**config.mk**
```make
export PLATFORM = sky130hd
export DESIGN_NAME = btb_hit_select
export DESIGN_NICKNAME = d
export VERILOG_FILES = /design/src/verilog/btb_pkg.sv /design/src/verilog/btb_hit_select.sv
export VERILOG_INCLUDE_DIRS = /design/src /design/src/verilog
export SDC_FILE = /design/constraint.sdc
export NUM_CORES = 1
export LEC_CHECK = 0
export BUFFER_PORTS_ARGS = -buffer_cell sky130_fd_sc_hd__buf_2
export CORE_AREA = 10 10 132 134
export DETAILED_ROUTE_END_ITERATION = 6
export DIE_AREA = 0 0 142 144
export SYNTH_ARGS = -nofsm -noshare
export SYNTH_HDL_FRONTEND = slang
export SYNTH_SLANG_ARGS = --single-unit
```
**constraint.sdc**
```tcl
create_clock -name vclk -period 5.6
set_input_delay 1.4 -clock vclk [all_inputs]
set_output_delay 1.4 -clock vclk [all_outputs]
set_load 0.05 [all_outputs]
```
**src/verilog/btb_macros.svh**
```systemverilog
/* btb macros
   widths, depths and lane count for the branch target buffer */
`ifndef BTB_MACROS_SVH
`define BTB_MACROS_SVH

`default_nettype none

// ====================
// address layout
`define BTB_PC_W     32            // pc width
`define BTB_LANES    4             // 8-byte lanes per fetch group
`define BTB_SLOT_W   2             // lane slot width, pc bits 4..3
`define BTB_LANE_LSB 3             // lane slot starts here
`define BTB_GRP_LSB  5             // 32-byte group, index starts here

// ====================
// storage and streams
`define BTB_DEPTH    256           // entries per bank
`define BTB_IDX_W    8             // bank index, pc bits 12..5
`define BTB_NSTREAM  32            // tracked fetch streams
`define BTB_BNO_W    5             // stream number width
`define BTB_RST_PC   32'h0000_1000 // fetch starts here

`default_nettype wire

`endif
```
**src/verilog/btb_pkg.sv**
```systemverilog
/* btb package
   shared packed types for fetch, commit, resolve and the btb banks */
`include "btb_macros.svh"
`default_nettype none

package btb_pkg;

  typedef logic [`BTB_PC_W-1:0]  pc_t;      // byte address
  typedef logic [`BTB_BNO_W-1:0] bno_num_t; // stream number

  // one bank entry, tag is the full branch pc
  typedef struct packed {
    logic takb; // branch predicted taken
    pc_t  tag;  // pc of the branch
    pc_t  tgt;  // where it goes
  } btb_entry_t;

  // ====================
  // commit side
  typedef struct packed {
    logic takb; // write this lane back
    pc_t  pc;   // branch pc
    pc_t  tgt;  // resolved target
  } commit_lane_t;

  // lane i carries a branch whose slot (pc[4:3]) is i
  typedef struct packed {
    commit_lane_t [`BTB_LANES-1:0] lane;
  } commit_grp_t;

  // ====================
  // fetch side
  typedef struct packed {
    pc_t      pc;    // group fetch pc
    bno_num_t bno_t; // active stream
    bno_num_t bno_f; // alternate stream, 0 if none
  } fetch_pc_t;

  typedef struct packed {
    bno_num_t keep_bno; // stream that continues
    bno_num_t drop_bno; // stream given back
  } resolve_t;

  // prediction for the current group
  typedef struct packed {
    logic hit;     // taken branch found
    pc_t  tgt;     // redirect here
    pc_t  fall_pc; // pc after the branch
  } hit_t;

endpackage

`default_nettype wire

```
**src/verilog/btb_hit_select.sv**
```systemverilog
/* btb hit select
   tag compare per lane and pick of the first taken lane at or past fetch pc */
`include "btb_macros.svh"
`timescale 1ns/1ps
`default_nettype none

module btb_hit_select (
  input  wire  [`BTB_PC_W-1:0]                fetch_pc,
  input  btb_pkg::btb_entry_t [`BTB_LANES-1:0] rdata,   // one entry per bank
  output btb_pkg::hit_t                        hit
);

  import btb_pkg::*;

  pc_t                       grp_base;
  pc_t [`BTB_LANES-1:0]      lane_pc;
  logic [`BTB_LANES-1:0]     lane_ok;   // lane at or after the fetch offset
  logic [`BTB_LANES-1:0]     lane_hit;  // tag match and taken
  logic [`BTB_SLOT_W-1:0]    fetch_slot;

  assign grp_base   = {fetch_pc[`BTB_PC_W-1:`BTB_GRP_LSB], {`BTB_GRP_LSB{1'b0}}};
  assign fetch_slot = fetch_pc[`BTB_LANE_LSB +: `BTB_SLOT_W];

  // ====================
  // per-lane compare
  for (genvar g = 0; g < `BTB_LANES; g++) begin : g_cmp
    assign lane_pc[g]  = grp_base + (pc_t'(g) << `BTB_LANE_LSB); // base + 8*lane
    assign lane_ok[g]  = (`BTB_SLOT_W'(g) >= fetch_slot);
    assign lane_hit[g] = lane_ok[g] & rdata[g].takb & (rdata[g].tag == lane_pc[g]);
  end

  // lowest hitting lane wins
  always_comb begin
    hit = '0;
    for (int i = `BTB_LANES - 1; i >= 0; i--) begin
      if (lane_hit[i]) begin
        hit.hit     = 1'b1;
        hit.tgt     = rdata[i].tgt;
        hit.fall_pc = lane_pc[i] + (pc_t'(1) << `BTB_LANE_LSB); // next lane pc
      end
    end
  end

endmodule

`default_nettype wire

```
**Word-level counts from Yosys, hierarchy flattened**

Cells that the tools add are included.

- $lt $le $gt $ge: 4
- Add/sub/neg operators: 6
- Equal/unequal tests: 4
- Reduce and logical (&&, ||, !) cells: 0
- Multiplexer cells: 4
- Bitwise operators: 8
- Shift operators: 0
- $mul: 0
- Divide/modulo/power cells: 0

Operator list:

| operator | count |
|---|---|
| 65-bit two-way mux | 4 |
| 32-bit by 4-bit adder with 32-bit output (second input constant) | 4 |
| 32-bit == test | 4 |
| 32-bit by 5-bit adder with 32-bit output (second input constant) | 2 |
| 1-bit AND | 8 |
| 1-bit by 2-bit greater-or-equal comparator with 1-bit output (first input constant) | 2 |
| 2-bit greater-or-equal comparator (first input constant) | 2 |

- Word-level logic and storage cells: 26
- Memories kept: 0
- Bits in latches: 0
- Bits of input ports: 292
- Bits in read-only memories: 0
- Flip-flop bits (word level): 0
- Output and inout port bits: 65
- RAM bits: 0

**Depth between registers and ports, before layout**

- Depth after elaboration: 7
- Mapped depth: 10

**Least setup slack after synthesis**

Ideal clock, no wire load.

- Kind: input to output
- From: input fetch_pc[18]
- To: output hit[10] (netlist name)
- Buffers on the path: 3
- Path slack: -0.466 ns
- Data required time: 4.200 ns
- Arrival time: 4.666 ns
- Stages: 9
- Path through: buf_2 > xor2_1 > nor4_2 > nand4_2 > or2_1 > buf_2 > or3_1 > buf_6 > o41ai_1

RTL lines:

| item | line | source |
|---|---|---|
| start, declared | btb_hit_select.sv:8 | `` input wire [`BTB_PC_W-1:0] fetch_pc, `` |
| end, declared | btb_hit_select.sv:10 | `output btb_pkg::hit_t hit` |

==> impl_results.md <==
- Status: finished clean
- Routability cong.: 0.8500
- Setup-violating endpoint count in the final report: 0
- Syn Area/Cell: 7.708 µm²
- Area of the multi-input gates: 3271 µm²
- Die W: 142 µm
- Final instance area: 5898 µm²
- Post-route core utilization: 39.68%
- Hold buffer count at CTS: 0
- Post-synthesis sequential area ratio: 0%
- CP top delay family: simple AND/OR/NAND/NOR gates
- Total power divided by cell area: 41.88 nW/µm²
- Crit path from: fetch_pc[6]
- Vias: 5308
- GR Util All Layers: 19.00%
- WP buf/inv: 3
- Cells after synthesis: 474
- FP Rows: 45
- PortBufs: 351
- Crit-path max cell delay: 0.61 ns
- Hold slack: 3.246 ns
- Placed cell areas: 5896 µm²
- Post-cts resize count: 0
- Endpoint, Worst Hold: hit[42]
- Starting Density: 24.58%
- Die ar.: 20450 µm²
- Final worst path period need: 5.440 ns
- RSZ-0062 raised after global routing: no
- Vias in the first global route: 5568
- Nature of the critical path endpoint: output pin
- Hold Fails Final Rpt: 0
- Cell variety after synth: 40
- Die Ht: 144 µm
- Ys Warns: 0
- Hold WC Path Type: in -> out
- Max FO, Critical Path: 5
- Seq cells: 0
- Slew headroom: 57.39%
- Total wire length: 21.65 mm
- # DRC: 0
- Estimated wirelength of the detail-placed design: 18.37 mm
- Max cap viols: 0
- First-pass GRT wire length: 31.32 mm
- Data arrival time of the worst path: 4.04 ns
- Final #Nets: 1084
- Max Clk Rate: 0.1838 GHz
- Syn-to-layout area delta: 61.44%
- Initial DRT Pass Iterations: 6
- DRT antenna net count: 0
- Avg WL per Cell: 22.13 µm
- Final Power: 247.0 µW
- Fin crit share: 97.15%
- TNS Setup: 0 ns
- Layout cell share with drive strength beyond 1: 52.85%
- Synth Cell Area: 3654 µm²
- Grt ovf: 0
- Hold Startpoint: rdata[10]
- Crit path max-delay cell type: or4_1
- Clkbuf count: 0
- Slew @ Worst Pin: 0.6310 ns
- Detailed Route Iter0 Violations: 335
- Largest net degree at the start of global routing: 45
- Startpoint types: input pin
- Vias per cell: 5.427
- Worst VDD drop: 0.00004564 V
- Worst hold stages: 3
- Register area: 0 µm²
- Fillers: 1581
- Max-slew violation count: 0
- Pleak: 0.002649 µW
- Critical-path cell list: buf_2, buf_4, ha_1, nand3_1, or4_1, nor2_1, nand2_1, a2111oi_0, o32ai_2, buf_12
- Critical path class: in -> out
- Core Region: 14860 µm²
- Ports: 357
- Setup bufs post-CTS: 0
- Worst EP required: 4.20 ns
- Initial antenna violation count: 1
power by group:
part           internal [µW]  switching (µW)
Combinational            131             116
Sequential                 0               0
Clock              0.0000240               0
Total                    131             116
worst max-delay path by stage:
stage / end / depth (start not counted) / slack (ns)
after floorplan: hit[10] / 9 / -0.47
after global placement: hit[29] / 10 / 0.21
after detailed placement: hit[12] / 9 / 0.18
after CTS: hit[12] / 9 / 0.18
after global routing: hit[31] / 11 / 0.05
final: hit[29] / 10 / 0.16
cell usage after synthesis (2+ instances only):
library cell	n	area, µm²
buf_6	8	90.09
nand3_1	16	80.08
or4_1	2	15.01
inv_1	9	33.78
nor3_1	13	65.06
nor3b_1	6	45.04
nor4_1	11	68.82
and4_1	2	17.52
a311oi_1	3	26.28
o41ai_1	29	254.0
xnor2_1	66	578.1
or3_1	4	25.02
buf_1	3	11.26
and3_1	4	25.02
clkbuf_1	38	142.6
buf_4	4	30.03
or2_1	2	12.51
xor2_1	42	367.9
buf_2	22	110.1
nor4_2	4	50.05
o22a_1	32	280.3
nor4b_1	34	297.8
a2111oi_0	2	17.52
nor2_1	10	37.54
nand4_1	22	137.6
o41ai_2	17	276.5
a211oi_1	7	52.55
a221o_1	32	320.3
o31ai_1	2	15.01
and2_1	4	25.02
nand2_1	15	56.30
placed cells by master (no fill, tap or decap), types with 2 or more instances in the layout:
cell type	synthesis	final
xnor2_1	66	66
nor3b_1	6	6
nor4b_1	34	34
o41ai_1	29	29
buf_2	22	334
a311oi_1	3	3
nor2_1	10	9
a2111oi_0	2	2
conb_1	1	3
or4_1	2	2
inv_1	9	9
and2_1	4	2
nand3_1	16	16
nor4_2	4	4
or2_1	2	2
buf_4	4	32
xor2_1	42	42
nand4_1	22	22
o32ai_2	1	2
buf_12	0	22
o41ai_2	17	17
nand2_1	15	15
o22a_1	32	32
or3_1	4	4
a211oi_1	7	7
and4_1	2	2
a221o_1	32	32
nor4_1	11	11
nor3_1	13	13
and3_1	4	4
stage by stage:
stage,worst slack (ns),cells
finish,0.1597,978
floorplan,-0.4656,476
detailed placement,0.1802,977
global placement,0.2051,977
CTS,0.1784,977
global route,0.05078,978
logic make-up after synthesis:
family,after synthesis,share of synthesized area [%]
AO/OA/AOI/OAI,127,35.03
AND/OR/NAND/NOR,151,26.81
adder cells (fa/ha/maj),1,0.3424
buffers and inverters,85,11.54
other,1,0.1026
XOR/XNOR,108,25.89
multiplexers,1,0.2740
per-layer routing:
layer / wire [µm] / GRT usage, % / share of wire (%) / vias to the layer above
met2: 10810 / 34.35 / 50 / 305
met4: 437 / 4.196 / 2.0 / 0
met1: 8406 / 21.63 / 39 / 2460
li1: - / - / - / 2517
met5: 0 / 0 / 0 / -
met3: 1997 / 5.215 / 9.2 / 26
area by class of cell:
class,instances,area share [%]
inverter,10,0.6364
antenna,1,0.04243
tap,188,3.988
multi-input combinational,391,55.45
timing repair buffer,388,39.88
No activity file was read; power rests on OpenSTA's default activity.
