## src/verilog/btb_macros.svh

```systemverilog
/* btb macros
   widths, depths and lane count for the branch target buffer */
`ifndef BTB_MACROS_SVH
`define BTB_MACROS_SVH

`default_nettype none

// ====================
// address layout
`define BTB_PC_W     32            // pc width
`define BTB_LANES    4             // 8-byte lanes per fetch group
`define BTB_SLOT_W   2             // lane slot width, pc bits 4..3
`define BTB_LANE_LSB 3             // lane slot starts here
`define BTB_GRP_LSB  5             // 32-byte group, index starts here

// ====================
// storage and streams
`define BTB_DEPTH    256           // entries per bank
`define BTB_IDX_W    8             // bank index, pc bits 12..5
`define BTB_NSTREAM  32            // tracked fetch streams
`define BTB_BNO_W    5             // stream number width
`define BTB_RST_PC   32'h0000_1000 // fetch starts here

`default_nettype wire

`endif
```

## src/verilog/btb_pkg.sv

```systemverilog
/* btb package
   shared packed types for fetch, commit, resolve and the btb banks */
`include "btb_macros.svh"
`default_nettype none

package btb_pkg;

  typedef logic [`BTB_PC_W-1:0]  pc_t;      // byte address
  typedef logic [`BTB_BNO_W-1:0] bno_num_t; // stream number

  // one bank entry, tag is the full branch pc
  typedef struct packed {
    logic takb; // branch predicted taken
    pc_t  tag;  // pc of the branch
    pc_t  tgt;  // where it goes
  } btb_entry_t;

  // ====================
  // commit side
  typedef struct packed {
    logic takb; // write this lane back
    pc_t  pc;   // branch pc
    pc_t  tgt;  // resolved target
  } commit_lane_t;

  // lane i carries a branch whose slot (pc[4:3]) is i
  typedef struct packed {
    commit_lane_t [`BTB_LANES-1:0] lane;
  } commit_grp_t;

  // ====================
  // fetch side
  typedef struct packed {
    pc_t      pc;    // group fetch pc
    bno_num_t bno_t; // active stream
    bno_num_t bno_f; // alternate stream, 0 if none
  } fetch_pc_t;

  typedef struct packed {
    bno_num_t keep_bno; // stream that continues
    bno_num_t drop_bno; // stream given back
  } resolve_t;

  // prediction for the current group
  typedef struct packed {
    logic hit;     // taken branch found
    pc_t  tgt;     // redirect here
    pc_t  fall_pc; // pc after the branch
  } hit_t;

endpackage

`default_nettype wire

```

## src/verilog/stream_alloc.sv

```systemverilog
/* stream allocator
   stream bitmap with find-first-zero allocation and release */
`include "btb_macros.svh"
`timescale 1ns/1ps
`default_nettype none

module stream_alloc (
  input  wire                         clk,
  input  wire                         rst,
  input  wire                         alloc,       // take free_bno
  input  wire                         release_v,   // give back release_bno
  input  btb_pkg::bno_num_t           release_bno,
  output btb_pkg::bno_num_t           free_bno,    // lowest clear bit
  output logic                        free_ok,     // some stream is clear
  output logic [`BTB_NSTREAM-1:0]     bno_bitmap
);

  import btb_pkg::*;

  logic [`BTB_NSTREAM-1:0] next_bitmap;

  // ====================
  // find first zero
  always_comb begin
    free_bno = '0;
    for (int i = `BTB_NSTREAM - 1; i >= 0; i--) begin
      if (!bno_bitmap[i]) begin
        free_bno = bno_num_t'(i); // lower index overrides
      end
    end
  end

  assign free_ok = ~&bno_bitmap;

  // release first, then allocate
  always_comb begin
    next_bitmap = bno_bitmap;
    if (release_v && release_bno != '0) begin
      next_bitmap[release_bno] = 1'b0;
    end
    if (alloc) begin
      next_bitmap[free_bno] = 1'b1;
    end
    next_bitmap[0] = 1'b1; // stream 0 stays reserved
  end

  always_ff @(posedge clk) begin
    if (rst) begin
      bno_bitmap <= `BTB_NSTREAM'(3); // stream 0 reserved, stream 1 active
    end else begin
      bno_bitmap <= next_bitmap;
    end
  end

  // ====================
  // contract with the stream controller
  a_alloc_free: assert property (
    @(posedge clk) disable iff (rst)
    alloc |-> free_ok
  ) else $error("stream_alloc: alloc with every stream in use");

  a_release_nz: assert property (
    @(posedge clk) disable iff (rst)
    release_v |-> (release_bno != '0)
  ) else $error("stream_alloc: release of reserved stream 0");

endmodule

`default_nettype wire

```

## config.mk

```make
export PLATFORM = sky130hd
export DESIGN_NAME = stream_alloc
export DESIGN_NICKNAME = d
export VERILOG_FILES = /design/src/verilog/btb_pkg.sv /design/src/verilog/stream_alloc.sv
export VERILOG_INCLUDE_DIRS = /design/src /design/src/verilog
export SDC_FILE = /design/constraint.sdc
export NUM_CORES = 1
export LEC_CHECK = 0
export ABC_AREA = 1
export BUFFER_PORTS_ARGS = -buffer_cell sky130_fd_sc_hd__buf_2
export CAP_MARGIN = 10
export CORE_MARGIN = 2
export CORE_UTILIZATION = 40
export DETAILED_ROUTE_END_ITERATION = 6
export GPL_TIMING_DRIVEN = 0
export MAX_ROUTING_LAYER = met4
export PLACE_DENSITY_LB_ADDON = 0.08
export SETUP_SLACK_MARGIN = 0.5
export SLEW_MARGIN = 20
export SYNTH_ARGS = -nofsm -noshare
export SYNTH_HDL_FRONTEND = slang
export SYNTH_SLANG_ARGS = --single-unit
```

## constraint.sdc

```tcl
create_clock -name clk -period 4.8 [get_ports clk]
set_input_delay 0.48 -clock clk [delete_from_list [all_inputs] [get_ports clk]]
set_output_delay 0.48 -clock clk [all_outputs]
set_load 0.01 [all_outputs]
```

; ---- After elaboration in Yosys (flattened, before gate mapping)
; Cells that the tools add are included.
; Widths: inputs -> output; s select.
[classes]
n_lt_le_gt_ge = 4
muxes = 38
bitwise_logic = 3
reduce_logical = 6
[op_table]
columns = operator, count
row1 = $mux 5, 32
row2 = $mux 32, 2
row3 = $and 32x32->32, 1
row4 = $not 32->32, 1
row5 = $or 32x32->32, 1
row6 = $reduce_and 32->1, 1
row7 = $lt 5x6->1 const B, 2
row8 = $demux 1 s5, 2
row9 = $ge 5x1->1 const B, 2
row10 = $reduce_bool 5->1, 1
row11 = $logic_and 1x1->1, 3
row12 = $mux 1, 2
row13 = $logic_not 1->1, 1
[totals]
reg_bits = 32
in_bits = 9
out_inout_bits = 38
wordCells = 53

; ---- Logic depth before layout (Yosys ltp)
[depth]
depth_word = 38
mapped_depth = 34
mapped_depth_nobuf = 33

; ---- Worst setup path before layout
; OpenSTA, ideal clock, no wires.
[synth_path]
path_type = register to output
start = reg bno_bitmap[31]
end = out free_bno[0]
arrival_time_ns = 2.086
required_time_ns = 4.320
setup_slack_ns = 2.234
stages_incl_launch_ff = 33
n_path_buf = 1
path_cell_list = dfxtp_1 inv_1 nand2_1 nand2_1 nand2_1 nand2_1 nand2_1 nand2_1 nand2_1 nand2_1 nand2_1 nand2_1 nand2_1 nand2_1 nand2_1 nand2_1 nand2_1 nand2_1 nand2_1 nand2_1 nand2_1 nand2_1 nand2_1 nand2_1 nand2_1 nand2_1 nand2_1 nand2_1 nand2_1 nand2_2 nand2_4 nand2_8 buf_12
[synth_between]
elab_chain_cells = 32
[synth_rtl]
columns = element, line_no
row1 = "start, declared", stream_alloc.sv:15  ; output logic [`BTB_NSTREAM-1:0] bno_bitmap
row2 = "start signal, assigned", stream_alloc.sv:49  ; bno_bitmap <= `BTB_NSTREAM'(3);
row3 = "start signal, assigned", stream_alloc.sv:51  ; bno_bitmap <= next_bitmap;
row4 = $mux 5 (32 in series), stream_alloc.sv:27  ; if (!bno_bitmap[i]) begin
row5 = "end, declared", stream_alloc.sv:13  ; output btb_pkg::bno_num_t free_bno,
; Every way passes these cells.

; ---- Worst setup path after layout
; Same ends and word-level chain as after synthesis.

==> impl_summary.txt <==
----------------------------------------------------
[Layout]
  Net count of the finished layout ... ~320
  Number of flip-flops in the largest register ... 31
  Finished Cell Area ... roughly 2100 um^2
  Registers with the most flip-flops ... bno_bitmap x31
  Most used cells in the layout excluding fill and tap cells ... sky130_fd_sc_hd__nand2_1 (53), sky130_fd_sc_hd__buf_2 (48), sky130_fd_sc_hd__nand3_1 (33), sky130_fd_sc_hd__o21ai_0 (31), sky130_fd_sc_hd__dfxtp_1 (31)
  Antenna fix cells ... 0
  Most flop-heavy register ... bno_bitmap
  Area Growth Syn to Fin ... 21.4%
  Most common cell after layout, fill and taps aside ... sky130_fd_sc_hd__nand2_1
  Share of final-layout standard cells stronger than drive strength 1 ... 0.213

[Route]
  Routed WL per cell ... 14.5 um
  Post-detailed-routing wire length ... 5220 um
  DR vias/cell ... approximately 5.4
  Detailed router's first-iteration violation count ... 164
  Via Count ... ~2000
  DRC errors left ... 0
  Length of the first detailed-routing pass in iterations ... 4
  Residual antenna-violating net count after detailed routing ... 0

[Placement]
  Placer congestion estimate ... ~0.99
  Number of buffers inserted by port buffering ... 45
  Placed cell areas ... 2010 um^2
  Detailed placement HPWL ... 3870 um

[Yosys]
  Cells taking the most area after synthesis ... sky130_fd_sc_hd__dfxtp_1 (36%), sky130_fd_sc_hd__nand2_1 (12%), sky130_fd_sc_hd__nand3_1 (9.6%)
  Fraction of synthesized cell area taken by the top area cell type ... 0.360
  Number of enable flip-flop cells after synthesis ... 0
  Mean area per synthesized cell ... 6.70 um^2
  Cell taking the most area after synthesis ... sky130_fd_sc_hd__dfxtp_1
  Fraction of the yosys area taken by sequential cells ... 0.360
  Cell Area, Synth ... 1720 um^2
  Unique masters post-synth ... 23
  Syn Inst Count ... 257
  Synthesized net count ... 266
  Total of flip-flops plus latches after synthesis ... 31
  Flip-flop cell with the highest count after synthesis ... sky130_fd_sc_hd__dfxtp_1
  Number of warning messages in the yosys log ... 0
  Post-synthesis async set-or-reset flop share ... 0

[Critical path]
  Startpoint kind of the worst setup timing path ... flop
  Maximum fanout encountered on the critical timing path ... 10
  Required time of the critical path ... 4320 ps
  Worst path most repeated cell ... sky130_fd_sc_hd__nand2_1
  Critical path class ... reg -> out
  Type of element capturing the critical path ... primary output
  WP data arrival ... ~2700 ps
  Biggest cell delay along the critical path ... 400 ps
  Slowest cell on the critical path ... sky130_fd_sc_hd__dfxtp_1

[Flow run]
  Max-cap violations ... 0

[STA]
  Maximum clock frequency ... around 320 MHz
  Crit share post-route ... 0.659
  Max Clock Skew ... 4.04 ps
  Setup Viol. Count Final ... 0
  Worst hold slack after final layout ... between 400 and 500 ps
  Final Hold Fails ... 0
  Unrepaired setup endpoints after global routing ... no
  Time the final worst path needs with I/O delays and setup ... about 3200 ps
  Max-slew violation count ... 0
  Setup Total Neg Slack ... 0 ps

[Die]
  Starting density of the core ... 0.424
  Die Outline Area ... about 4800 um^2
  Number of top-level pins ... 47
  Rows ... 23
  Area of the core region ... just over 4000 um^2
  Die Y-Extent ... 69.6 um
  X dimension of the die ... 69.6 um

[Global routing]
  Overflow after GRT ... 0
  First-pass GRT wire length ... 8450 um
  Gr usage total ... 0.225
  Pin count of the biggest net entering global routing ... 11
  Number of antenna violations at the first check in global routing ... 0
  Via count of the first global-routing pass ... ~1800

[Clock tree]
  CTS max path bufs ... 2
  Hold buffer count at CTS ... 0
  CTS H-tree depth ... 2
  Root buffer selected by CTS ... sky130_fd_sc_hd__clkbuf_8
  TritonCTS clock tree ... built
  Resized Gates After CTS ... 0
  Number of buffers created by CTS ... 5
  Clock slew at the register clock pins of the worst setup and hold paths ... 70 ps
  Clock sink count ... 31
  Post-CTS setup buffer count ... 0
  Clock latency on the worst-skew pair ... 280 ps

[Power]
  Total power per unit cell area ... 250 nW/um^2
  Peak supply drop ... 0.136 mV
  Leak pwr ... 0.812 nW

[Hold path]
  Min-delay worst type ... in -> reg

[Run status]
  Result of the run ... finished clean

----------------------------------------------------
## layout make-up
cell class	count	area, um^2
plain buffers	10	76.3
clock buffers	7	76.3
clock inverters	1	5.00
fillers	441	1970
inverters	16	60.1
multi-input cells	200	965
flip-flops and latches	31	621
well taps	50	62.6
repair buffers	45	225
## per-stage QoR
step           setup WS, ps  cells  power, mW  utilization
2_1_floorplan          2230    257      0.306            -
3_3_place_gp           1920    352      0.329        0.495
3_5_place_dp           1910    352      0.329        0.495
4_1_cts                1600    360      0.525        0.515
5_1_grt                1250    360      0.540        0.515
6_report               1640    360      0.523        0.515
## critical path, delay by kind of cell, from the launching register on
kind	cells	cell delay [ps]
buffers and inverters	3	350
and+or+nand+nor	30	1640
DFF	1	400
## where the power goes
part           total [mW]  leakage, nW  switching [mW]  internal (mW)
registers           0.262        0.250         0.00293          0.259
logic              0.0631        0.520          0.0432         0.0199
clock network       0.198       0.0422          0.0962          0.102
total               0.523        0.812           0.142          0.381
## Yosys cell counts, drive strengths merged, types with 2 or more instances
cell type  number
nand2          56
nand3          36
a21oi          32
dfxtp          31
o21ai          31
nor2           29
inv            16
nand4          10
buf             7
clkbuf          3
o211ai          2
## final timing paths
kind	from	to	slack, ps	cells after the start
setup reg to reg	bno_bitmap[31]$_SDFF_PP0_	bno_bitmap[28]$_SDFF_PP0_	2270	19
setup / recovery	bno_bitmap[31]$_SDFF_PP0_	free_bno[0]	1640	33
hold / removal	rst	bno_bitmap[1]$_SDFF_PP1_	450	3
hold reg to reg	bno_bitmap[16]$_SDFF_PP0_	bno_bitmap[16]$_SDFF_PP0_	510	2
## logic make-up (layout without fill, tap and decap cells)
logic type | count (synthesis) | count (layout) | synth area share
AO/OA/AOI/OAI | 67 | 67 | 0.204
buffers and inverters | 26 | 79 | 0.0792
flip-flops | 31 | 31 | 0.360
other | 1 | 1 | 0.00218
AND/OR/NAND/NOR | 132 | 132 | 0.354
## per-layer routing
metal  part of all wire  GRT usage  vias up  wire (um)
met5                  0          -        -          0
met4              0.021     0.0784        0        110
met3              0.080     0.0451       11        420
met2               0.44      0.345       69       2290
li1                   -          -      984          -
met1               0.46      0.294      882       2400
(Power assumes the default switching activity.)
