**src/verilog/btb_macros.svh**
```systemverilog
/* btb macros
   widths, depths and lane count for the branch target buffer */
`ifndef BTB_MACROS_SVH
`define BTB_MACROS_SVH

`default_nettype none

// ====================
// address layout
`define BTB_PC_W     32            // pc width
`define BTB_LANES    4             // 8-byte lanes per fetch group
`define BTB_SLOT_W   2             // lane slot width, pc bits 4..3
`define BTB_LANE_LSB 3             // lane slot starts here
`define BTB_GRP_LSB  5             // 32-byte group, index starts here

// ====================
// storage and streams
`define BTB_DEPTH    256           // entries per bank
`define BTB_IDX_W    8             // bank index, pc bits 12..5
`define BTB_NSTREAM  32            // tracked fetch streams
`define BTB_BNO_W    5             // stream number width
`define BTB_RST_PC   32'h0000_1000 // fetch starts here

`default_nettype wire

`endif
```
**src/verilog/btb_pkg.sv**
```systemverilog
/* btb package
   shared packed types for fetch, commit, resolve and the btb banks */
`include "btb_macros.svh"
`default_nettype none

package btb_pkg;

  typedef logic [`BTB_PC_W-1:0]  pc_t;      // byte address
  typedef logic [`BTB_BNO_W-1:0] bno_num_t; // stream number

  // one bank entry, tag is the full branch pc
  typedef struct packed {
    logic takb; // branch predicted taken
    pc_t  tag;  // pc of the branch
    pc_t  tgt;  // where it goes
  } btb_entry_t;

  // ====================
  // commit side
  typedef struct packed {
    logic takb; // write this lane back
    pc_t  pc;   // branch pc
    pc_t  tgt;  // resolved target
  } commit_lane_t;

  // lane i carries a branch whose slot (pc[4:3]) is i
  typedef struct packed {
    commit_lane_t [`BTB_LANES-1:0] lane;
  } commit_grp_t;

  // ====================
  // fetch side
  typedef struct packed {
    pc_t      pc;    // group fetch pc
    bno_num_t bno_t; // active stream
    bno_num_t bno_f; // alternate stream, 0 if none
  } fetch_pc_t;

  typedef struct packed {
    bno_num_t keep_bno; // stream that continues
    bno_num_t drop_bno; // stream given back
  } resolve_t;

  // prediction for the current group
  typedef struct packed {
    logic hit;     // taken branch found
    pc_t  tgt;     // redirect here
    pc_t  fall_pc; // pc after the branch
  } hit_t;

endpackage

`default_nettype wire

```
**src/verilog/stream_ctrl.sv**
```systemverilog
/* stream controller
   per-stream pc table, active stream and the next fetch pc choice */
`include "btb_macros.svh"
`timescale 1ns/1ps
`default_nettype none

module stream_ctrl (
  input  wire                      clk,
  input  wire                      rst,
  input  wire                      en,            // advance fetch
  input  wire                      resolve_valid, // wins over prediction
  input  btb_pkg::resolve_t        resolve,
  input  btb_pkg::hit_t            hit,
  input  btb_pkg::bno_num_t        free_bno,
  input  wire                      free_ok,
  output logic                     alloc,
  output logic                     release_v,
  output btb_pkg::bno_num_t        release_bno,
  output logic [`BTB_IDX_W-1:0]    raddr,         // bank read index
  output btb_pkg::fetch_pc_t       fetch
);

  import btb_pkg::*;

  fetch_pc_t next_fetch;
  pc_t       pcs [`BTB_NSTREAM]; // saved pc per stream
  pc_t       grp_base;
  logic      advance;            // fetch moves this edge
  logic      take;               // prediction accepted

  assign grp_base = {fetch.pc[`BTB_PC_W-1:`BTB_GRP_LSB], {`BTB_GRP_LSB{1'b0}}};
  assign advance  = en | resolve_valid;
  assign take     = en & ~resolve_valid & hit.hit;

  // requests to the allocator
  assign alloc       = take & free_ok; // park fall-through only if a stream is free
  assign release_v   = resolve_valid;
  assign release_bno = resolve.drop_bno;

  // ====================
  // next fetch pc
  always_comb begin
    next_fetch = fetch; // hold when idle, read index repeats
    if (resolve_valid) begin
      next_fetch.pc    = pcs[resolve.keep_bno]; // pick up where that stream left off
      next_fetch.bno_t = resolve.keep_bno;
      next_fetch.bno_f = '0;
    end else if (take) begin
      next_fetch.pc    = hit.tgt;
      next_fetch.bno_f = free_ok ? free_bno : '0;
    end else if (en) begin
      next_fetch.pc = grp_base + (pc_t'(1) << `BTB_GRP_LSB); // next 32-byte group
    end
  end

  // banks read the group that fetch moves to
  assign raddr = next_fetch.pc[`BTB_GRP_LSB +: `BTB_IDX_W];

  // ====================
  // state
  always_ff @(posedge clk) begin
    if (rst) begin
      fetch.pc    <= `BTB_RST_PC;
      fetch.bno_t <= bno_num_t'(1);
      fetch.bno_f <= '0;
      for (int i = 0; i < `BTB_NSTREAM; i++) begin
        pcs[i] <= `BTB_RST_PC;
      end
    end else begin
      fetch <= next_fetch;
      if (advance) begin
        pcs[next_fetch.bno_t] <= next_fetch.pc; // active slot tracks fetch
      end
      if (alloc) begin
        pcs[free_bno] <= hit.fall_pc;           // not-taken path parked here
      end
    end
  end

endmodule

`default_nettype wire

```
**config.mk**
```make
export PLATFORM = sky130hd
export DESIGN_NAME = stream_ctrl
export DESIGN_NICKNAME = d
export VERILOG_FILES = /design/src/verilog/btb_pkg.sv /design/src/verilog/stream_ctrl.sv
export VERILOG_INCLUDE_DIRS = /design/src /design/src/verilog
export SDC_FILE = /design/constraint.sdc
export NUM_CORES = 2
export LEC_CHECK = 0
export ABC_AREA = 1
export BUFFER_PORTS_ARGS = -buffer_cell sky130_fd_sc_hd__clkbuf_2
export CELL_PAD_IN_SITES_DETAIL_PLACEMENT = 0
export CELL_PAD_IN_SITES_GLOBAL_PLACEMENT = 1
export CORE_MARGIN = 2
export CORE_UTILIZATION = 30
export DETAILED_ROUTE_END_ITERATION = 6
export GPL_TIMING_DRIVEN = 0
export PLACE_DENSITY = 0.52
export SLEW_MARGIN = 40
export SYNTH_ARGS = -nofsm -noshare
export SYNTH_HDL_FRONTEND = slang
export SYNTH_SLANG_ARGS = --single-unit
```
**constraint.sdc**
```tcl
create_clock -name clk -period 7.9 [get_ports clk]
set_clock_uncertainty 0.15 [all_clocks]
set_input_delay 0 -clock clk [delete_from_list [all_inputs] [get_ports clk]]
set_output_delay 0 -clock clk [all_outputs]
set_load 0.01 [all_outputs]
```
* After elaboration in Yosys (flattened, before gate mapping)
Memories as Yosys holds them, arrays and structs flattened.
Index checks and enable logic that the tools add are counted.
** Storage, ports and cells
- Register bits after elaboration :: 42
- Latch bits :: 0
- Bits in writable memories :: 1024
- ROM bits :: 0
- Bits of input ports :: 85
- Output and inout bits :: 57
- Logic and storage cells :: 32
- Memories kept :: 1
** Memories
- pcs :: depth 32, width 32, read ports 1, clocked after Yosys merged registers in 0, wr ports 32, RTL line stream_ctrl.sv:26 : pc_t pcs [`BTB_NSTREAM];
** Operators by class
- Add/subtract/negate cells :: 1
- Multiply operators :: 0
- Divide/modulo/power cells :: 0
- Magnitude comparators :: 0
- Equality and inequality tests :: 0
- Shift operators :: 0
- Muxes and demuxes :: 19
- Bitwise operators :: 5
- Reduce and logical (&&, ||, !) cells :: 3
** Operators with widths (number)
- 2-to-1 mux 32 bit :: 5
- OR reduction 32 bit :: 2
- adder 32 x 6 -> 32 bit, second input constant :: 1
- 2-to-1 mux 5 bit :: 4
- 2-to-1 mux 1 bit :: 10
- bitwise AND 1 bit :: 3
- OR reduction 2 bit :: 1
- NOT 1 bit :: 1
- OR 1 bit :: 1

* Longest topological paths before layout
- Depth after elaboration :: 9
- Depth in mapped cells :: 19

* Worst setup path after synthesis
OpenSTA, ideal clock, no wires.
- Path type :: input -> register
- Start point :: input port en
- End point :: memory pcs[31][0] in the netlist's numbering (enable)
- Arrival time :: 1.801 ns
- Path slack :: 5.388 ns
- Stages on the path :: 11
- Buffers on the path :: 3
- Cell sequence :: buf_4 nand2_4 nor2_8 nand2_2 nor2_2 nand3_1 buf_2 nor2_2 buf_2 inv_1 nand3_1
** RTL lines
- start: declaration :: RTL line stream_ctrl.sv:10 : input wire en,
- end: declaration :: RTL line stream_ctrl.sv:26

==> results.py <==
metrics = {
    "status": {
        "status": "finished, violations left",
        "violations": "DRC",
    },
    "sta": {
        "setup_viol": 0,
        "hold_violations": 0,
        "slew-limit-headroom_pct": 34.5,
        "setup_tns_ns": 0,
        "timing.hold.ws_ns": 0.0379,
        "max_freq_ghz": 0.223,
        "min_period_ns": 4.48,
        "post-route-period-util_pct": 56.7,
        "rsz0062_at_grt": "no",
        "worst_slew_pin_slew_ns": 0.978,
        "slew_violations": 0,
    },
    "grt": {
        "antenna_found_initial": 36,
        "first_global_vias": 52100,
        "grt_overflow": 0,
        "grt_pass1_wl_um": 460000,
        "grt.total_usage_pct": 34.6,
        "grt_max_degree": 33,
    },
    "min_path": {
        "hold_start": "resolve[2]",
        "hold_path.class": "primary input to output port",
    },
    "power_and_ir_drop": {
        "p_leak_nw": 31.4,
        "irDropWorstVdd_mv": 0.237,
        "p_per_area_nw_per_um2": 213,
        "power_w": 0.0150,
    },
    "logic_synthesis": {
        "yosysWarningCount": 0,
        "syn_inst": 7566,
        "synthesis.area_um2": 58600,
        "yosysSeqAreaShare_pct": 53.9,
        "ys_types": 41,
        "ys_ff_latch": 1066,
        "avgSynthCellArea_um2": 7.75,
        "synth_nets": 7652,
    },
    "clock_network": {
        "h-tree-depth": 4,
        "clkTransAtPathRegs_ns": 0.06,
        "cts_tree": "done",
        "clock_latency_ns": 0.82,
        "cts_sinks": 1066,
        "cts_made_buffers": 142,
        "max-clock-path-buffers": 3,
        "cts_root_buffer": "clkbuf_16",
        "ctsHoldBuffers": 124,
        "cts_setup_buffers": 0,
        "cts_resized": 0,
    },
    "final_layout": {
        "area_delta_synth_final_pct": 20.0,
        "drive_above_1_share_pct": 12.3,
        "nets": 8123,
        "fin_area_um2": 70400,
    },
    "floorplan": {
        "core_um2": 195000,
        "initial_core_util_pct": 30.1,
        "core.rowCount": 162,
        "ios": 142,
        "die-height_um": 446,
        "dieWidth_um": 446,
        "die_area_um2": 199000,
    },
    "detailed_routing": {
        "drtIter0Drc": 7153,
        "viasPerCell": 5.29,
        "drt.antenna.violating_nets": 0,
        "wl_um": 350000,
        "route.vias.total": 56600,
        "wl_per_cell_um": 32.8,
        "drcViolationCount": 2,
        "dr.pass1.iters": 7,
    },
    "job": {
        "maxCapViolations": 0,
    },
    "critical_path": {
        "startpoint_type": "primary input",
        "critPathMaxFanout": 10,
        "cp-end-kind": "register",
        "startpoint": "free_ok",
        "timing.rr.start": "fetch[15]",
        "required_ns": 8.44,
        "critPathKind": "primary input to register",
        "arrival_ns": 5.02,
    },
    "place": {
        "hpwl_um": 265000,
        "gp_congestion": 0.970,
        "placedInstanceArea_um2": 64800,
        "io_buffers": 129,
    },
}
## layer usage
layer	GRT usage [%]	vias up	part of all wire, %	routed length, um
met4	20.6	20	6.8	23900
met2	53.8	2789	44	155000
li1	-	25200	-	-
met5	0	-	0.045	156
met3	5.73	716	7.9	27700
met1	45.3	27800	41	144000
## path summary, 6_finish.rpt
check,to,slack (ns),cells after the start
setup / recovery,pcs[1][11],3.42,14
hold / removal,release_bno[2],0.04,2
setup reg to reg,pcs[11][31],3.85,11
hold reg to reg,fetch[5],0.45,4
## placed cells by master, fill, tap and decap left out, types with 40 or more instances in the layout
cell type,count
nor2_2,40
inv_1,214
edfxtp_1,1024
clkbuf_2,230
nor2_1,977
buf_4,97
o211ai_1,68
dfxtp_1,42
nand3_1,431
o21ai_0,381
clkbuf_16,147
buf_16,40
buf_2,238
clkbuf_1,206
dlygate4sd3_1,124
nand2_1,3551
## worst max-delay path, cell delays in order
cell and delay (ns):
dlygate4sd3_1 0.53, clkbuf_2 0.11, dlygate4sd3_1 0.58, nand2_2 0.10, dlygate4sd3_1 0.65, nor2_2 0.07, nand2_1 0.29, buf_2 0.49
nor2_4 0.24, nor2_1 0.72, buf_2 0.46, nand2_1 0.11, nand2_1 0.07, dlygate4sd3_1 0.54
## cells in the mapped netlist
cell	instances	area, um2
nor3_2	6	60.1
ha_1	1	12.5
o21ai_1	30	150
nor3_1	25	125
clkbuf_1	278	1040
o21a_1	1	7.51
nor2_1	989	3710
nor2_8	1	20.0
nor2_2	34	213
buf_4	93	698
inv_4	1	6.26
nand3b_1	3	22.5
o21ai_2	1	8.76
nand2_4	1	11.3
a32oi_1	1	8.76
nand4_1	3	18.8
edfxtp_1	1024	30700
a21boi_2	1	11.3
inv_2	16	60.1
or2_2	1	6.26
a31oi_1	1	6.26
buf_2	210	1050
clkinv_1	2	7.51
o21bai_1	3	22.5
nor2_4	3	33.8
nand3_1	447	2240
nand2_1	3567	13400
o211ai_1	68	510
dfxtp_1	42	841
xor2_1	2	17.5
buf_6	17	191
buf_1	33	124
nand3_2	31	310
a22oi_1	9	67.6
and2_1	5	31.3
nand2_2	3	18.8
inv_1	214	803
o21ai_0	381	1910
xnor2_1	2	17.5
nor3_4	2	32.5
a21oi_1	14	70.1
## stage by stage
step | std cells | util (%) | setup WS (ns)
3_5_place_dp | 10300 | 33.3 | 4.01
4_1_cts | 10700 | 36.1 | 3.77
5_1_grt | 10700 | 36.2 | 3.56
3_3_place_gp | 10200 | 32.1 | 2.78
2_1_floorplan | 7566 | - | 5.39
6_report | 10700 | 36.2 | 3.42
## layout make-up
cell class	instances	area, um2
fill	20400	124000
sequential	1066	31600
multi-input combinational	5636	23500
clock buffer	192	3950
timing repair buffer	327	3630
buffer	631	3300
tap	2542	3180
inverter	233	877
clock inverter	57	340
antenna	14	35.0
## kinds of logic (layout without fill, tap and decap cells)
group	count (synthesis)	count (layout)	share of synthesized area, %
AND/OR/NAND/NOR	5121	5121	34.5
flip-flops	1066	1066	53.9
buffers and inverters	864	1440	6.80
AO/OA/AOI/OAI	510	510	4.72
XOR/XNOR	4	4	0.0598
adder cells (fa/ha/maj)	1	1	0.0213
other	0	14	0
## state kept, by name, summed over array words and instances, names as in the netlist
name / count
pcs: 1024
fetch: 42
## power breakdown
part	switching [W]	internal [W]
Clock	0.00273	0.00355
Combinational	0.00171	0.000516
Sequential	0.0000825	0.00642
Total	0.00452	0.0105
Note: power is estimated with default switching activity, not from simulation.
