### src/verilog/btb_macros.svh
/* btb macros
   widths, depths and lane count for the branch target buffer */
`ifndef BTB_MACROS_SVH
`define BTB_MACROS_SVH

`default_nettype none

// ====================
// address layout
`define BTB_PC_W     32            // pc width
`define BTB_LANES    4             // 8-byte lanes per fetch group
`define BTB_SLOT_W   2             // lane slot width, pc bits 4..3
`define BTB_LANE_LSB 3             // lane slot starts here
`define BTB_GRP_LSB  5             // 32-byte group, index starts here

// ====================
// storage and streams
`define BTB_DEPTH    256           // entries per bank
`define BTB_IDX_W    8             // bank index, pc bits 12..5
`define BTB_NSTREAM  32            // tracked fetch streams
`define BTB_BNO_W    5             // stream number width
`define BTB_RST_PC   32'h0000_1000 // fetch starts here

`default_nettype wire

`endif
### src/verilog/btb_pkg.sv
/* btb package
   shared packed types for fetch, commit, resolve and the btb banks */
`include "btb_macros.svh"
`default_nettype none

package btb_pkg;

  typedef logic [`BTB_PC_W-1:0]  pc_t;      // byte address
  typedef logic [`BTB_BNO_W-1:0] bno_num_t; // stream number

  // one bank entry, tag is the full branch pc
  typedef struct packed {
    logic takb; // branch predicted taken
    pc_t  tag;  // pc of the branch
    pc_t  tgt;  // where it goes
  } btb_entry_t;

  // ====================
  // commit side
  typedef struct packed {
    logic takb; // write this lane back
    pc_t  pc;   // branch pc
    pc_t  tgt;  // resolved target
  } commit_lane_t;

  // lane i carries a branch whose slot (pc[4:3]) is i
  typedef struct packed {
    commit_lane_t [`BTB_LANES-1:0] lane;
  } commit_grp_t;

  // ====================
  // fetch side
  typedef struct packed {
    pc_t      pc;    // group fetch pc
    bno_num_t bno_t; // active stream
    bno_num_t bno_f; // alternate stream, 0 if none
  } fetch_pc_t;

  typedef struct packed {
    bno_num_t keep_bno; // stream that continues
    bno_num_t drop_bno; // stream given back
  } resolve_t;

  // prediction for the current group
  typedef struct packed {
    logic hit;     // taken branch found
    pc_t  tgt;     // redirect here
    pc_t  fall_pc; // pc after the branch
  } hit_t;

endpackage

`default_nettype wire

### src/verilog/btb_update.sv
/* btb update stage
   registers a commit group and turns taken lanes into bank writes */
`include "btb_macros.svh"
`timescale 1ns/1ps
`default_nettype none

module btb_update (
  input  wire                                    clk,
  input  wire                                    rst,
  input  wire                                    commit_valid, // one-cycle pulse
  input  btb_pkg::commit_grp_t                   commit,
  output logic [`BTB_LANES-1:0]                  we,
  output logic [`BTB_LANES-1:0][`BTB_IDX_W-1:0]  waddr,
  output btb_pkg::btb_entry_t [`BTB_LANES-1:0]   wdata
);

  import btb_pkg::*;

  // one write port per lane slot
  for (genvar g = 0; g < `BTB_LANES; g++) begin : g_lane
    commit_lane_t lane_in;

    assign lane_in = commit.lane[g];

    // write enable is the only control state here
    always_ff @(posedge clk) begin
      if (rst) begin
        we[g] <= 1'b0;
      end else begin
        we[g] <= commit_valid & lane_in.takb; // not-taken lanes leave the bank alone
      end
    end

    // entry and index ride along, qualified by we
    always_ff @(posedge clk) begin
      waddr[g]      <= lane_in.pc[`BTB_GRP_LSB +: `BTB_IDX_W];
      wdata[g].takb <= lane_in.takb;
      wdata[g].tag  <= lane_in.pc;
      wdata[g].tgt  <= lane_in.tgt;
    end

    // ====================
    // a lane only ever carries a branch from its own slot,
    // otherwise hit select would look in the wrong bank
    a_lane_slot: assert property (
      @(posedge clk) disable iff (rst)
      (commit_valid && lane_in.takb) |->
        (lane_in.pc[`BTB_LANE_LSB +: `BTB_SLOT_W] == `BTB_SLOT_W'(g))
    ) else $error("btb_update: lane %0d holds a branch from another slot", g);
  end

endmodule

`default_nettype wire

### config.mk
export PLATFORM = sky130hd
export DESIGN_NAME = btb_update
export DESIGN_NICKNAME = d
export VERILOG_FILES = /design/src/verilog/btb_pkg.sv /design/src/verilog/btb_update.sv
export VERILOG_INCLUDE_DIRS = /design/src /design/src/verilog
export SDC_FILE = /design/constraint.sdc
export NUM_CORES = 1
export LEC_CHECK = 0
export ABC_AREA = 1
export BUFFER_PORTS_ARGS = -buffer_cell sky130_fd_sc_hd__buf_2
export CORE_AREA = 4 4 214 216
export CTS_CLUSTER_DIAMETER = 50
export DETAILED_ROUTE_END_ITERATION = 12
export DIE_AREA = 0 0 218 220
export GPL_ROUTABILITY_DRIVEN = 0
export PLACE_DENSITY = 0.36
export SYNTH_ARGS = -nofsm -noshare
export SYNTH_HDL_FRONTEND = slang
export SYNTH_SLANG_ARGS = --single-unit
### constraint.sdc
create_clock -name clk -period 0.8 [get_ports clk]
set_clock_uncertainty 0.05 [all_clocks]
set_input_delay 0.08 -clock clk [delete_from_list [all_inputs] [get_ports clk]]
set_output_delay 0.08 -clock clk [all_outputs]
set_load 0.02 [all_outputs]
After elaboration in Yosys (flattened, before gate mapping). Index checks and enable logic that the tools add are counted.

Word-level logic and storage cells: 24. Bits in registers: 296.

Bitwise operators: 4.

Operator list (number): 1-bit bitwise AND (4).

Depth between registers and ports, before layout. Gate-level depths: netlist of run 1.

Word-level depth: 1. Gate-level depth with buffers: 2.

Worst setup path after synthesis of run 1. Ideal clock, no wire load.

Kind: reg2out. Start: register wdata[102] (netlist bit). End: output port wdata[102] (netlist bit). Stages on the path, launching flop included: 2. Arrival: 595 ps. Setup slack: 75 ps. Cells stage by stage: dfxtp_1 buf_4.

RTL lines: start: declaration (line btb_update.sv:14) `` output btb_pkg::btb_entry_t [`BTB_LANES-1:0] wdata ``.

No word-level cell between the ends.

Final worst setup path of run 1.
Start: register wdata[167] (netlist bit). End: output port wdata[167] (netlist bit).

No word-level cell between the ends.

==> results.yml, run 1 <==
power:
  p_sw_frac: 0.243
  p_clk_frac: 0.443
  p_leak_nw: 6.72
  power_density_mw_per_mm2: 2300
  p_switching_mw: 8.29
  p_seq_frac: 0.422
  ir_worst_vdd_uv: 1280
  p_int_mw: 25.8
  power_frac_comb: 0.135
layout:
  multi_input_area_sq_um: 30.0
  drive_gt1_frac: 0.761
  seqCellArea_sq_mm: 0.00564
  areaGrowthSynthToFinish_pct: 167
  finalInstanceArea_sq_mm: 0.0148
  fin_util: 0.337
  final_nets: 1391
  nFillCells: 4304
setup_path:
  cp_top_family: "flip-flops"
  cpMaxStageDelayCell: "dfxtp_4"
  crit_buf_inv: 1
  crit_fanout: 2
  critPathKind: "reg -> out"
  startpoint_type: "flop"
  crit_path_cell_trace: "buf_6"
  cp.arrival_ps: 1030
  crit_path_max_incr_delay_ps: 380
  endpoint_kind: "primary output"
  required_ps: 670
  cp-startpoint: "wdata[167]"
detailed_routing:
  remaining_drc_errors: 0
  drtAntennaViolNets: 0
  dr_total_vias: 5373
  wl_per_cell_um: 15.9
  drt_iter0_markers: 118
  first_pass_iters: 4
  vias_per_cell: 3.08
  routed_wl_um: 27700
clocking:
  clockBufferDepth: 3
  cts_sinks: 264
  cts_tree: "yes"
  path_clk_slew_ps: 60
  root_buffer: "clkbuf_16"
  cts_buffers: 34
  h-tree-depth: 2
floorplanning:
  row_count: 77
  ios: 559
  start_util: 0.126
  die_y_um: 220
  core-area_sq_mm: 0.0439
  die_area_sq_mm: 0.0480
  die_w_um: 218
yosys:
  synth_seq_cells: 264
  ys_types: 4
  syn_inst: 304
  yosysSeqAreaShare: 0.951
  syn_avg_cell_area_sq_um: 18.3
  synth_area_sq_mm: 0.00556
  yosysWarnings: 0
  syn_nets: 567
global_route:
  grt_max_degree: 14
  grt_pass1_vias: 6259
  grt-ovfl-total: 0
  grt_util_all_layers: 0.108
  grt_pass1_wl_um: 39000
  antenna_found_initial: 4
timing:
  fmax_ghz: 0.859
  rsz0062_at_grt: "true"
  holdWs_ps: 137
  min_period_ps: 1160
  tightest_slew_ps: 140
  fin_ws_ps: -364
  setup-violations-final: 296
  finalCritPeriodShare: 1.45
  hold_viol: 0
  slew_violations: 0
  slew_headroom: 0.907
min_path:
  hold_start: "commit[237]"
  hold_class: "in -> reg"
placed_design:
  placement.io_buffers: 558
  dp_hpwl_um: 18600
  dpl_cell_area_sq_mm: 0.00885
job:
  max-cap-violations: 0
outcome:
  violations: "setup timing"
  status: "finished with violations"
sequential cells by signal (all words and copies together) (netlist names):
signal	count
we	4
wdata	260
cell families (layout without fill, tap and decap cells):
logic type / count (synthesis) / after routing / synth area share
simple gates: 8 / 8 / 0.00540
other cells: 0 / 2 / 0
flops: 264 / 264 / 0.951
buf+inv: 32 / 880 / 0.0432
cell type report:
| class | count | area share |
|---|---|---|
| clock inverters | 16 | 0.0126 |
| clock buffers | 44 | 0.0634 |
| flip-flops and latches | 264 | 0.381 |
| well taps | 592 | 0.0500 |
| repair buffers | 820 | 0.491 |
| diodes | 2 | 0.000338 |
| multi-input cells | 8 | 0.00203 |
cells in the final DEF, fill, tap and decap left out, drive strengths merged:
cell,n
clkinv,8
nand2,4
inv,5
bufinv,2
nor2,4
clkinvlp,1
buf,558
clkbuf,44
dlygate4sd3,262
diode,2
dfxtp,264
stage by stage:
stage                     instances  power [mW]  setup TNS, ps  worst slack [ps]
final                          1746        34.1         -86840              -364
after global routing           1744        35.4        -103880              -415
after detailed placement       1422        16.9              0               111
after floorplan                 304        15.5              0              75.1
after CTS                      1744        34.6        -101960              -403
after global placement         1422        16.9              0              92.3
routing by layer:
metal / part of all wire / global-route usage
met1: 0.36 / 0.117
met2: 0.53 / 0.192
met3: 0.073 / 0.0383
met4: 0.034 / 0.0470
met5: 0 / 0
timing repair:
action	CTS	global route
gates resized for setup	851	15
setup endpoints to repair	296	296
endpoints found under the hold margin	264	0
hold buffers	262	0
setup buffers	0	0
cell usage after synthesis:
cell     count  area share
buf_4       32       0.043
dfxtp_1    264        0.95
nand2_1      4      0.0027
nor2_1       4      0.0027
power by group through the flow:
stage	clock network, mW	logic, mW	registers (mW)
6_report	15.1	4.59	14.4
5_1_grt	16.2	4.80	14.5
4_1_cts	15.7	4.56	14.4
3_5_place_dp	0	2.60	14.3
3_3_place_gp	0	2.62	14.3
2_1_floorplan	0	0.236	15.3
final timing paths:
path                endpoint  slack (ps)  cells past startpoint
setup / recovery  wdata[167]        -360                      1
hold / removal    wdata[237]         140                      2
(Power assumes the default switching activity.)
==> run 2, diff against run 1 <==
--- a/config.mk
+++ b/config.mk
@@ -7,7 +7,7 @@
 export NUM_CORES = 1
 export LEC_CHECK = 0
 export ABC_AREA = 1
-export BUFFER_PORTS_ARGS = -buffer_cell sky130_fd_sc_hd__buf_2
+export BUFFER_PORTS_ARGS = -buffer_cell sky130_fd_sc_hd__clkbuf_2
 export CORE_AREA = 4 4 214 216
 export CTS_CLUSTER_DIAMETER = 50
 export DETAILED_ROUTE_END_ITERATION = 12
==> run 2 against run 1 <==
Net effect:
- the run still ends with setup timing left
- sequential share of layout area fell by 3.0 points
- clock power rose by 14%
- first-iteration DRC count fell by 1.7%
- combinational power rose by 12%
- power rose by 8.4%
- die area did not move
- flip-flop and latch count did not move
- via count rose by 3.9%
- critical path depth did not move
- largest power group unchanged
==> results.yml, run 2 (synthesized netlist as in run 1, its figures left out) <==
outcome:
  status: "finished with violations"
  violations: "setup timing"
timing:
  rsz0062_at_grt: "true"
  fmax_ghz: 0.851
  finalCritPeriodShare: 1.47
  slew_headroom: 0.883
  tightest_slew_ps: 175
  slew_violations: 0
  tns_ps: -92710
  hold_viol: 0
  min_period_ps: 1180
  fin_ws_ps: -375
  holdWs_ps: 129
  setup-violations-final: 296
layout:
  largest_reg_flops: 260
  nFillCells: 4106
  regMostFlops: "wdata"
  drive_gt1_frac: 0.761
  final_nets: 1397
  mostFrequentLayoutCells: "282 x buf_8, 262 x dlygate4sd3_1, 262 x clkbuf_2, 244 x dfxtp_2, 41 x clkbuf_16"
  fin_util: 0.368
  final_common_cell: "buf_8"
  areaGrowthSynthToFinish_pct: 191
  top_regs: "wdata (260), we (4)"
setup_path:
  endpoint_kind: "primary output"
  crit_end: "wdata[37]"
  cp_top_family: "flip-flops"
  crit_path_max_incr_delay_ps: 390
  startpoint_type: "flop"
  crit_path_cell_trace: "buf_8"
  required_ps: 670
  cpMaxStageDelayCell: "dfxtp_4"
  critical_path_depth: 1
  critPathKind: "reg -> out"
  crit_fanout: 2
  cp.arrival_ps: 1050
  cp-startpoint: "wdata[37]"
  crit_buf_inv: 1
job:
  max-cap-violations: 0
clocking:
  post_cts_buffers: 0
  cts_buffers: 40
  clockBufferDepth: 3
  h-tree-depth: 2
  root_buffer: "clkbuf_16"
  path_clk_slew_ps: 60
  cts_tree: "yes"
  cts_sinks: 264
detailed_routing:
  first_pass_iters: 4
  wl_per_cell_um: 16.1
  routed_wl_um: 28300
  vias_per_cell: 3.17
  dr_total_vias: 5583
  remaining_drc_errors: 0
  drt_iter0_markers: 116
  drtAntennaViolNets: 0
min_path:
  hold_depth: 2
  hold_class: "in -> reg"
power:
  power_density_mw_per_mm2: 2290
  ir_worst_vdd_uv: 1750
  p_leak_nw: 7.29
floorplanning:
  die_area_sq_mm: 0.0480
  ios: 559
  core-area_sq_mm: 0.0439
  die_w_um: 218
  die_y_um: 220
  start_util: 0.126
  row_count: 77
global_route:
  grt_pass1_vias: 6368
  grt_pass1_wl_um: 39300
  antenna_found_initial: 4
  grt-ovfl-total: 0
  grt_max_degree: 14
  grt_util_all_layers: 0.109
placed_design:
  dp_hpwl_um: 18700
  place_ws_ps: 92.2
  placement.io_buffers: 558
run 2: worst min-delay path by stage:
| stage | startpoint | end |
|---|---|---|
| final | commit[135] | wdata[135] |
| after global routing | commit[160] | wdata[160] |
| after CTS | commit[179] | wdata[179] |
| after detailed placement | commit[199] | wdata[199] |
| after global placement | commit[65] | wdata[65] |
| after floorplan | commit[0] | wdata[0] |
run 2: cell type report:
type / count / area (sq um) / area share
timing repair buffer: 820 / 8360 / 0.518
clock inverter: 19 / 223 / 0.0138
clock buffer: 54 / 1120 / 0.0697
sequential: 264 / 5670 / 0.351
antenna: 2 / 5.00 / 0.000310
multi-input combinational: 8 / 30.0 / 0.00186
tap: 592 / 741 / 0.0459
run 2: metal layers:
layer	share of wire	track usage	vias to the layer above
met5	0.00053	0	-
met4	0.046	0.0630	2
met3	0.082	0.0399	83
met2	0.53	0.189	287
met1	0.34	0.115	2620
li1	-	-	2591
run 2: through the flow:
stage	area [sq um]	total power [mW]	std cells
3_5_place_dp	8850	17.0	1422
4_1_cts	15700	37.0	1757
5_1_grt	16100	38.4	1758
6_report	16100	36.9	1759
3_3_place_gp	8850	17.0	1422
2_1_floorplan	5560	15.5	304
run 2: power by group:
| part | switching [mW] | internal, mW | total (mW) |
|---|---|---|---|
| combinational | 1.93 | 3.23 | 5.16 |
| clock | 6.72 | 10.5 | 17.2 |
| sequential | 0.533 | 14.0 | 14.5 |
run 2: repair_timing:
action | CTS | global route
setup endpoints to repair | 296 | 296
hold endpoints to repair | 264 | 0
resized for setup | 841 | 317
hold buffers | 262 | 0
==> run 3, diff against run 2 <==
--- a/config.mk
+++ b/config.mk
@@ -13,7 +13,7 @@
 export DETAILED_ROUTE_END_ITERATION = 12
 export DIE_AREA = 0 0 218 220
 export GPL_ROUTABILITY_DRIVEN = 0
-export PLACE_DENSITY = 0.36
+export PLACE_DENSITY = 0.4
 export SYNTH_ARGS = -nofsm -noshare
 export SYNTH_HDL_FRONTEND = slang
 export SYNTH_SLANG_ARGS = --single-unit
==> run 3 against run 2 <==
Net effect:
- the run still ends with setup timing left
- count of clock-buffer cells in the layout fell by 5
- global-route usage rose by 0.083 points
- final cell count decreased by 0.23%
- setup slack improved by 3.1 ps
==> results.yml, run 3 (synthesized netlist as in run 1, its figures left out) <==
clocking:
  cts_tree: "yes"
  path_clk_slew_ps: 60
  clockBufferDepth: 3
  cts_buffers: 40
  root_buffer: "clkbuf_16"
  h-tree-depth: 2
  post_cts_buffers: 0
  cts_sinks: 264
timing:
  fmax_ghz: 0.853
  fin_ws_ps: -372
  rsz0062_at_grt: "true"
  slew_headroom: 0.894
  tightest_slew_ps: 158
  hold_viol: 0
  min_period_ps: 1170
  setup-violations-final: 296
  finalCritPeriodShare: 1.47
  holdWs_ps: 130
  slew_violations: 0
detailed_routing:
  drtAntennaViolNets: 0
  first_pass_iters: 4
  vias_per_cell: 3.14
  routed_wl_um: 29000
  remaining_drc_errors: 0
  wl_per_cell_um: 16.5
  dr_total_vias: 5515
  drt_iter0_markers: 107
placed_design:
  placement.io_buffers: 558
  place_ws_ps: 54.1
  dpl_cell_area_sq_mm: 0.00886
  dp_hpwl_um: 18700
global_route:
  antenna_found_initial: 1
  grt_pass1_vias: 6396
  grt-ovfl-total: 0
  grt_pass1_wl_um: 39300
  grt_max_degree: 13
  grt_util_all_layers: 0.110
power:
  power_density_mw_per_mm2: 2270
  ir_worst_vdd_uv: 1650
  p_leak_nw: 7.28
min_path:
  hold_depth: 2
  min_to: "wdata[246]"
  hold_class: "in -> reg"
  hold_start: "commit[246]"
layout:
  largest_reg_flops: 260
  regMostFlops: "wdata"
  final_common_cell: "buf_8"
  finalInstanceArea_sq_mm: 0.0161
  top_regs: "wdata (260), we (4)"
  nFillCells: 4101
  mostFrequentLayoutCells: "280 x buf_8, 262 x dlygate4sd3_1, 262 x clkbuf_2, 237 x dfxtp_2, 41 x clkbuf_16"
  n_antenna_cell: 0
  areaGrowthSynthToFinish_pct: 190
  drive_gt1_frac: 0.765
  final_nets: 1397
setup_path:
  critPathKind: "reg -> out"
  crit_path_cell_trace: "buf_8"
  crit_buf_inv: 1
  critical_path_depth: 1
  cpMaxStageDelayCell: "dfxtp_4"
  crit_path_max_incr_delay_ps: 390
  startpoint_type: "flop"
  cp_top_family: "flip-flops"
  required_ps: 670
  cp.arrival_ps: 1040
  endpoint_kind: "primary output"
  crit_fanout: 2
floorplanning:
  row_count: 77
  core-area_sq_mm: 0.0439
  start_util: 0.126
  ios: 559
  die_y_um: 220
  die_w_um: 218
  die_area_sq_mm: 0.0480
outcome:
  violations: "setup timing"
  status: "finished with violations"
job:
  max-cap-violations: 0
-- run 3: cell count changes in the layout (fill, tap and decap cells not counted), sizes merged --
cell	change
clkinv	+2
clkbuf	-6
buf	+1
clkinvlp	+1
diode	-2
-- run 3: cell type report --
type | count | area [sq um] | area share
multi-input combinational | 8 | 30.0 | 0.00186
clock inverter | 22 | 216 | 0.0134
timing repair buffer | 820 | 8360 | 0.518
clock buffer | 49 | 1110 | 0.0685
sequential | 264 | 5680 | 0.352
tap | 592 | 741 | 0.0459
-- run 3: worst max path at each step --
stage / startpoint / to / slack, ps
global route: wdata[42] / waddr[5] / -420
detailed placement: we[1] / we[1] / 50
CTS: wdata[173] / waddr[22] / -430
finish: wdata[42] / waddr[5] / -370
floorplan: wdata[102] / wdata[102] / 80
global placement: we[1] / we[1] / 40
-- run 3: routing by layer --
layer  track usage  share of wire
met3        0.0414          0.084
met2         0.197           0.54
met4        0.0499          0.030
met1         0.115           0.34
met5             0        0.00048
-- run 3: power breakdown --
group / leakage [nW] / total [mW] / internal (mW) / switching [mW]
clock: 0.649 / 17.0 / 10.4 / 6.60
combinational: 4.39 / 5.16 / 3.23 / 1.93
sequential: 2.24 / 14.5 / 14.0 / 0.549
-- run 3: repair_timing --
item,in CTS,in global routing
gates resized for setup,834,329
endpoints found under the hold margin,264,0
setup endpoints to repair,296,296
hold buffers,262,0
-- run 3: per-stage QoR --
stage | utilization | total power, mW | TNS, ps | cells
floorplan | - | 15.5 | 0 | 304
global placement | 0.202 | 17.0 | 0 | 1422
detailed placement | 0.202 | 17.0 | 0 | 1422
CTS | 0.357 | 36.6 | -110320 | 1755
global route | 0.367 | 38.1 | -107190 | 1755
finish | 0.367 | 36.7 | -92080 | 1755
